--- config.mk ---
export PLATFORM = sky130hd
export DESIGN_NAME = periph_top
export DESIGN_NICKNAME = d
export VERILOG_FILES = /design/src/rtl/periph_pkg.sv /design/src/rtl/dbus_decoder.sv /design/src/rtl/gpio.sv /design/src/rtl/gpio_pin_sync.sv /design/src/rtl/periph_top.sv
export SDC_FILE = /design/constraint.sdc
export NUM_CORES = 1
export LEC_CHECK = 0
export BUFFER_PORTS_ARGS = -buffer_cell sky130_fd_sc_hd__buf_2
export CORE_UTILIZATION = 51
export CTS_BUF_LIST = sky130_fd_sc_hd__clkbuf_4 sky130_fd_sc_hd__clkbuf_8
export DETAILED_ROUTE_END_ITERATION = 6
export GPL_TIMING_DRIVEN = 0
export PLACE_DENSITY = 0.9
export SYNTH_ARGS = -nofsm -noshare
export SYNTH_HDL_FRONTEND = slang
export SYNTH_SLANG_ARGS = --single-unit
export TNS_END_PERCENT = 50
--- constraint.sdc ---
create_clock -name clk -period 1.99 [get_ports clk]
set_input_delay 0.2985 -clock clk [delete_from_list [all_inputs] [get_ports clk]]
set_output_delay 0.2985 -clock clk [all_outputs]
set_load 0.02 [all_outputs]
--- src/rtl/periph_pkg.sv ---
package periph_pkg;

    // ----------------------------------------
    // Data bus geometry
    // ----------------------------------------

    // Address and data width of the data bus
    localparam int DBUS_AW = 32;
    localparam int DBUS_DW = 32;

    // Low address bits select a register inside a peripheral page
    localparam int DBUS_OFS_W = 8;

    // Upper address bits select the peripheral page
    localparam int DBUS_PAGE_W = DBUS_AW - DBUS_OFS_W;

    // ----------------------------------------
    // Address map
    // ----------------------------------------

    // GPIO page, compared against addr[31:8]
    localparam logic [DBUS_PAGE_W-1:0] GPIO_BASE = 24'h000001;

    // ----------------------------------------
    // GPIO block
    // ----------------------------------------

    // Number of pins, one bit per pin in every register
    localparam int GPIO_WIDTH = 8;

    // Flops in the input pin synchronizer
    localparam int SYNC_STAGES = 2;

    // Register offsets inside the GPIO page
    typedef enum logic [DBUS_OFS_W-1:0] {
        // Pin data, outputs written, inputs sampled
        GPIO_DATA_R    = 8'h00,
        // Direction, 1 output and 0 input
        GPIO_DIR_R     = 8'h04,
        // Interrupt pending, read only
        GPIO_IP_R      = 8'h08,
        // Interrupt enable
        GPIO_IE_R      = 8'h0C,
        // Level that raises the pending bit
        GPIO_INT_LVL_R = 8'h10
    } type_gpio_regs_e;

endpackage

--- src/rtl/dbus_decoder.sv ---
`timescale 1ns/1ps

module dbus_decoder import periph_pkg::*; (
    input  logic                   clk,
    input  logic                   rst_n,
    // Master side
    input  logic                   req_i,
    input  logic [DBUS_PAGE_W-1:0] addr_page_i,
    // GPIO response
    input  logic                   gpio_ack_i,
    input  logic [DBUS_DW-1:0]     gpio_r_data_i,
    // Slave select
    output logic                   gpio_sel_o,
    // Merged response to the master
    output logic                   ack_o,
    output logic                   err_o,
    output logic [DBUS_DW-1:0]     r_data_o
);

    // Page hit for the GPIO block
    logic gpio_hit;
    // Request to a page no slave owns
    logic unmapped;
    // Registered error ack
    logic err_ack_q;

    // ----------------------------------------
    // Page decode
    // ----------------------------------------

    // Select depends on the page only, the slave qualifies with req
    assign gpio_hit   = (addr_page_i == GPIO_BASE);
    assign gpio_sel_o = gpio_hit;

    // Repeat of the request in the ack cycle is not answered again
    assign unmapped = req_i & ~gpio_hit & ~err_ack_q;

    // ----------------------------------------
    // Error response
    // ----------------------------------------

    // One cycle after req, same timing as a real slave
    always_ff @(posedge clk) begin
        if (!rst_n) begin
            err_ack_q <= 1'b0;
        end else begin
            err_ack_q <= unmapped;
        end
    end

    // ----------------------------------------
    // Response merge
    // ----------------------------------------

    // At most one of the two acks is high in a cycle
    assign ack_o = gpio_ack_i | err_ack_q;
    assign err_o = err_ack_q;

    // Error reads return zero
    always_comb begin
        if (err_ack_q) begin
            r_data_o = '0;
        end else begin
            r_data_o = gpio_r_data_i;
        end
    end

endmodule

--- src/rtl/gpio.sv ---
`timescale 1ns/1ps

module gpio import periph_pkg::*; (
    input  logic                  clk,
    input  logic                  rst_n,
    // Bus side
    input  logic                  gpio_sel_i,
    input  logic                  req_i,
    input  logic                  w_en_i,
    input  logic [DBUS_OFS_W-1:0] reg_addr_i,
    input  logic [DBUS_DW-1:0]    w_data_i,
    output logic                  ack_o,
    output logic [DBUS_DW-1:0]    r_data_o,
    // Pin side
    input  logic [GPIO_WIDTH-1:0] pin_i,
    output logic [GPIO_WIDTH-1:0] pin_out_o,
    output logic [GPIO_WIDTH-1:0] pin_oe_o,
    output logic                  irq_o
);

    // Register state
    logic [GPIO_WIDTH-1:0] data_q;
    logic [GPIO_WIDTH-1:0] dir_q;
    logic [GPIO_WIDTH-1:0] ip_q;
    logic [GPIO_WIDTH-1:0] ie_q;
    logic [GPIO_WIDTH-1:0] int_lvl_q;

    // Next data value, output bits from the bus and input bits from the pins
    logic [GPIO_WIDTH-1:0] data_d;
    logic [GPIO_WIDTH-1:0] data_wr;

    // Bus response registers
    logic                  ack_q;
    logic [DBUS_DW-1:0]    r_data_q;

    // Decoded access
    type_gpio_regs_e       reg_addr;
    logic                  acc_en;
    logic                  wr_en;
    logic                  we_data;
    logic                  we_dir;
    logic                  we_ie;
    logic                  we_int_lvl;
    logic [DBUS_DW-1:0]    rd_mux;

    // ----------------------------------------
    // Access decode
    // ----------------------------------------

    assign reg_addr = type_gpio_regs_e'(reg_addr_i);

    // A request in the cycle of our own ack is the previous access, drop it
    assign acc_en = gpio_sel_i & req_i & ~ack_q;
    assign wr_en  = acc_en & w_en_i;

    always_comb begin
        we_data    = 1'b0;
        we_dir     = 1'b0;
        we_ie      = 1'b0;
        we_int_lvl = 1'b0;
        if (wr_en) begin
            case (reg_addr)
                GPIO_DATA_R:    we_data    = 1'b1;
                GPIO_DIR_R:     we_dir     = 1'b1;
                GPIO_IE_R:      we_ie      = 1'b1;
                GPIO_INT_LVL_R: we_int_lvl = 1'b1;
                // IP is read only, unknown offsets are ignored
                default: ;
            endcase
        end
    end

    // Read mux, zero extended to the bus width
    always_comb begin
        case (reg_addr)
            GPIO_DATA_R:    rd_mux = {{(DBUS_DW-GPIO_WIDTH){1'b0}}, data_q};
            GPIO_DIR_R:     rd_mux = {{(DBUS_DW-GPIO_WIDTH){1'b0}}, dir_q};
            GPIO_IP_R:      rd_mux = {{(DBUS_DW-GPIO_WIDTH){1'b0}}, ip_q};
            GPIO_IE_R:      rd_mux = {{(DBUS_DW-GPIO_WIDTH){1'b0}}, ie_q};
            GPIO_INT_LVL_R: rd_mux = {{(DBUS_DW-GPIO_WIDTH){1'b0}}, int_lvl_q};
            default:        rd_mux = '0;
        endcase
    end

    // ----------------------------------------
    // Registers
    // ----------------------------------------

    // Output bits keep their value unless DATA is written
    assign data_wr = we_data ? w_data_i[GPIO_WIDTH-1:0] : data_q;
    // Input bits follow the synchronized pins every cycle
    assign data_d  = (dir_q & data_wr) | (~dir_q & pin_i);

    always_ff @(posedge clk) begin
        if (!rst_n) begin
            data_q    <= '0;
            dir_q     <= '0;
            ip_q      <= '0;
            ie_q      <= '0;
            int_lvl_q <= '0;
        end else begin
            data_q <= data_d;
            if (we_dir) begin
                dir_q <= w_data_i[GPIO_WIDTH-1:0];
            end
            if (we_ie) begin
                ie_q <= w_data_i[GPIO_WIDTH-1:0];
            end
            if (we_int_lvl) begin
                int_lvl_q <= w_data_i[GPIO_WIDTH-1:0];
            end
            // Pending where the pin sits at its interrupt level
            ip_q <= ~(data_q ^ int_lvl_q);
        end
    end

    // ----------------------------------------
    // Bus response
    // ----------------------------------------

    // Ack is a one cycle pulse, the guard on ack_q prevents a second one
    always_ff @(posedge clk) begin
        if (!rst_n) begin
            ack_q <= 1'b0;
        end else begin
            ack_q <= acc_en;
        end
    end

    // Read data only matters in the ack cycle
    always_ff @(posedge clk) begin
        if (acc_en) begin
            r_data_q <= w_en_i ? '0 : rd_mux;
        end
    end

    assign ack_o    = ack_q;
    assign r_data_o = r_data_q;

    // ----------------------------------------
    // Pins and interrupt
    // ----------------------------------------

    // Pad driven from DATA where DIR marks an output
    assign pin_out_o = data_q;
    assign pin_oe_o  = dir_q;

    // Any enabled pending pin raises the request
    assign irq_o = |(ie_q & ip_q);

endmodule

--- src/rtl/gpio_pin_sync.sv ---
`timescale 1ns/1ps

module gpio_pin_sync import periph_pkg::*; (
    input  logic                  clk,
    input  logic                  rst_n,
    input  logic [GPIO_WIDTH-1:0] pin_i,
    output logic [GPIO_WIDTH-1:0] pin_o
);

    // Flop chain, stage 0 samples the raw pins
    logic [GPIO_WIDTH-1:0] sync_q [SYNC_STAGES];

    always_ff @(posedge clk) begin
        if (!rst_n) begin
            for (int s = 0; s < SYNC_STAGES; s++) begin
                sync_q[s] <= '0;
            end
        end else begin
            // First stage may go metastable, the rest settle it
            sync_q[0] <= pin_i;
            for (int s = 1; s < SYNC_STAGES; s++) begin
                sync_q[s] <= sync_q[s-1];
            end
        end
    end

    // Last stage is safe to use in the clk domain
    assign pin_o = sync_q[SYNC_STAGES-1];

endmodule

--- src/rtl/periph_top.sv ---
`timescale 1ns/1ps

module periph_top import periph_pkg::*; (
    input  logic                  clk,
    input  logic                  rst_n,
    // Data bus
    input  logic                  dbus_req_i,
    input  logic                  dbus_w_en_i,
    input  logic [DBUS_AW-1:0]    dbus_addr_i,
    input  logic [DBUS_DW-1:0]    dbus_w_data_i,
    output logic                  dbus_ack_o,
    output logic                  dbus_err_o,
    output logic [DBUS_DW-1:0]    dbus_r_data_o,
    // Pads
    input  logic [GPIO_WIDTH-1:0] gpio_in_i,
    output logic [GPIO_WIDTH-1:0] gpio_out_o,
    output logic [GPIO_WIDTH-1:0] gpio_oe_o,
    output logic                  gpio_irq_o
);

    // Decoder to GPIO
    logic                  gpio_sel;
    logic                  gpio_ack;
    logic [DBUS_DW-1:0]    gpio_r_data;
    // Pins after the synchronizer
    logic [GPIO_WIDTH-1:0] pin_sync;

    // Address split, page to the decoder and offset to the slave
    dbus_decoder u_dbus_decoder (
        .clk           (clk),
        .rst_n         (rst_n),
        .req_i         (dbus_req_i),
        .addr_page_i   (dbus_addr_i[DBUS_AW-1:DBUS_OFS_W]),
        .gpio_ack_i    (gpio_ack),
        .gpio_r_data_i (gpio_r_data),
        .gpio_sel_o    (gpio_sel),
        .ack_o         (dbus_ack_o),
        .err_o         (dbus_err_o),
        .r_data_o      (dbus_r_data_o)
    );

    gpio_pin_sync u_gpio_pin_sync (
        .clk   (clk),
        .rst_n (rst_n),
        .pin_i (gpio_in_i),
        .pin_o (pin_sync)
    );

    gpio u_gpio (
        .clk        (clk),
        .rst_n      (rst_n),
        .gpio_sel_i (gpio_sel),
        .req_i      (dbus_req_i),
        .w_en_i     (dbus_w_en_i),
        .reg_addr_i (dbus_addr_i[DBUS_OFS_W-1:0]),
        .w_data_i   (dbus_w_data_i),
        .ack_o      (gpio_ack),
        .r_data_o   (gpio_r_data),
        .pin_i      (pin_sync),
        .pin_out_o  (gpio_out_o),
        .pin_oe_o   (gpio_oe_o),
        .irq_o      (gpio_irq_o)
    );

endmodule

==> out/metrics.cfg <==
[run_status]
status=finished clean

[yosys]
synth_area_sq_um=3360
synthFlopType=dfxtp_1
synth.largest_area_cell=dfxtp_1
ys_seq_area_share_pct=41.7
ys_warn_count=0
synthCells=347
ys_ff_latch=66
async_reset_ff_share_pct=0
avgSynthCellArea_sq_um=9.67
synth_commonest_cells=dfxtp_1 (58), nand2_1 (58), mux2i_1 (40)
synth_edf_count=8
synthTopCellsByArea=dfxtp_1 (35%), mux2i_1 (12%), edfxtp_1 (7.2%), nand2_1 (6.5%), buf_4 (6.0%)
synth_cell_types=35
yosysTopAreaCellShare_pct=34.6

[detailed_routing]
drt-initial-drc-count=130
wl_per_cell_um=14.0
num_vias=2715
drc=0
wl_um=7550
vias_per_cell=5.05
ant_nets=0
firstDrtPassIters=5

[sta]
whs_ns=0.147
fin_crit_ns=1.60
skew_ns=0.00572
period_share_pct=80.3
setup_violations=0
rsz0062_at_grt=no
relSlewSlack_pct=57.3
fmax_mhz=626
slew_viol_final=0
max_slew.worst_pin.slew_ns=0.638
hold_viol_final=0
finalSetupTns_ns=0

[clock_network]
post_cts_resized=0
cts_buffer_depth=2
cts_tree=built
cts_setup_buffers=0
htreeDepth=3
numCtsBuffers=9
holdBufCountCts=0
clk_pin_slew_ns=0.07
cts_root_buf=clkbuf_8
clk_latency_ns=0.36
cts.sinks=66

[layout]
final-seq-area_sq_um=1400
drive_gt1_share_pct=33.0
nets=533
post-route-cell-area_sq_um=4110
synthToLayoutAreaGrowth_pct=22.5
nFillCells=516
n_antenna_cell=0
fin_cells=538
multi_input_area_sq_um=1760

[global_route]
grt_pass1_wl_um=12300
grt_pass1_vias=2649
antenna_found_initial=0
grt-ovfl-total=0
grt_max_degree=12
grt_use_total_pct=22.7

[pwr]
max-vdd-ir-drop_mv=0.604
leakagePower_nw=1.66
p_per_area_nw_per_um2=681

[worst_setup_path]
r2r_end=u_gpio.int_lvl_q[3]
path_buf_inv=3
regToRegStartpoint=u_gpio.ack_o
r2r_setup_slack_ns=0.41
r2r_cells=4
worstPathArrival_ns=1.69
worst_path_dominant_cell_family=buffers and inverters
worstSetupStartpointType=input port
crit_path_end_kind=register
timing.critical_path.mode_cell=clkbuf_1
cp_slowest_stage_delay_ns=0.40
cp_slowest_cell=clkbuf_1
path_cells=buf_2 > clkbuf_1 > clkbuf_1 > o21ai_0 > nand3b_1 > a21oi_1
crit_path_max_fanout=10
path_class=input port to register
crit_required_ns=2.08

[placement]
placed_cells=523
place.gp.congestion=0.814
place_hpwl_um=5860
place_area_sq_um=3920
port_buffers=76

[hold_path]
hp-class=input port to register
min_to=u_gpio_pin_sync.sync_q[0][2]
hold_start=gpio_in_i[2]
worstHoldPathCells=2

[die]
die_h_um=83.1
dieArea_sq_um=6910
fp.dieW_um=83.1
core.rowCount=29
coreArea_sq_um=6350
start_util_pct=52.9
io_pins=127

[job]
cap_violations=0

## per-layer routing
layer	vias to the layer above	part of all wire (%)	wire length [um]	GRT usage [%]
li1	1355	-	-	-
met1	1234	39	2950	25.1
met2	115	52	3920	41.7
met3	11	7.6	572	6.16
met4	0	1.5	116	7.99
met5	-	0	0	0
## metrics by stage
| stage | utilization [%] | setup slack [ns] | total power (W) |
|---|---|---|---|
| floorplan | - | 0.372 | 0.00162 |
| detailed placement | 61.7 | 0.0484 | 0.00173 |
| CTS | 64.8 | 0.403 | 0.00280 |
| finish | 64.8 | 0.392 | 0.00280 |
| global route | 64.8 | 0.260 | 0.00289 |
| global placement | 61.7 | 0.0785 | 0.00172 |
## kinds of logic (layout without fill, tap and decap cells)
kind of cell           count (synthesis)  after routing  share of synthesized area [%]
AND/OR/NAND/NOR                      143            143                           25.9
flip-flops                            66             66                           41.7
multiplexers                          56             56                           17.3
buffers and inverters                 44            135                           8.27
AO/OA/AOI/OAI                         29             29                           4.62
XOR/XNOR                               8              8                           2.09
other                                  1             24                          0.112
## worst max-delay path by stage
stage / from / to / depth (start not counted)
2_1_floorplan: dbus_addr_i[29] / u_gpio.r_data_o[0] / 3
3_3_place_gp: dbus_addr_i[9] / u_gpio.r_data_o[7] / 4
3_5_place_dp: dbus_addr_i[9] / u_gpio.r_data_o[2] / 4
4_1_cts: u_gpio.ack_o / u_gpio.int_lvl_q[3] / 4
5_1_grt: u_gpio.ack_o / u_gpio.int_lvl_q[6] / 4
6_report: dbus_addr_i[4] / u_gpio.r_data_o[4] / 6
## report_power, final
| group | switching, W | leakage [nW] | internal (W) |
|---|---|---|---|
| Sequential | 0.0000196 | 0.530 | 0.00137 |
| Clock | 0.000500 | 0.0982 | 0.000596 |
| Combinational | 0.000174 | 1.03 | 0.000136 |
## layout by cell type (no fill, tap or decap), types with 2 or more instances in the layout
cell / Yosys / layout
nand4_2: 2 / 2
nand3b_1: 17 / 17
nor4_4: 3 / 3
and4bb_2: 2 / 2
o21ai_0: 9 / 9
clkbuf_8: 0 / 13
a22oi_1: 4 / 4
buf_4: 27 / 27
buf_1: 2 / 2
nor4_2: 3 / 3
conb_1: 1 / 24
edfxtp_1: 8 / 8
dfxtp_1: 58 / 58
nor2b_1: 10 / 10
and2_1: 25 / 25
mux2_2: 16 / 16
a21oi_1: 16 / 16
mux2i_1: 40 / 40
nor2_1: 11 / 11
clkbuf_1: 11 / 11
buf_2: 3 / 79
xnor2_1: 8 / 8
nand2_1: 58 / 58
## layout make-up
class / instances / area share [%]
Timing Repair Buffer: 76 / 9.25
Sequential cell: 66 / 34.1
Multi-Input combinational cell: 260 / 42.9
Buffer: 44 / 6.75
Tap cell: 77 / 2.34
Clock inverter: 1 / 0.182
Clock buffer: 14 / 4.53
No activity file was read; power rests on OpenSTA's default activity.
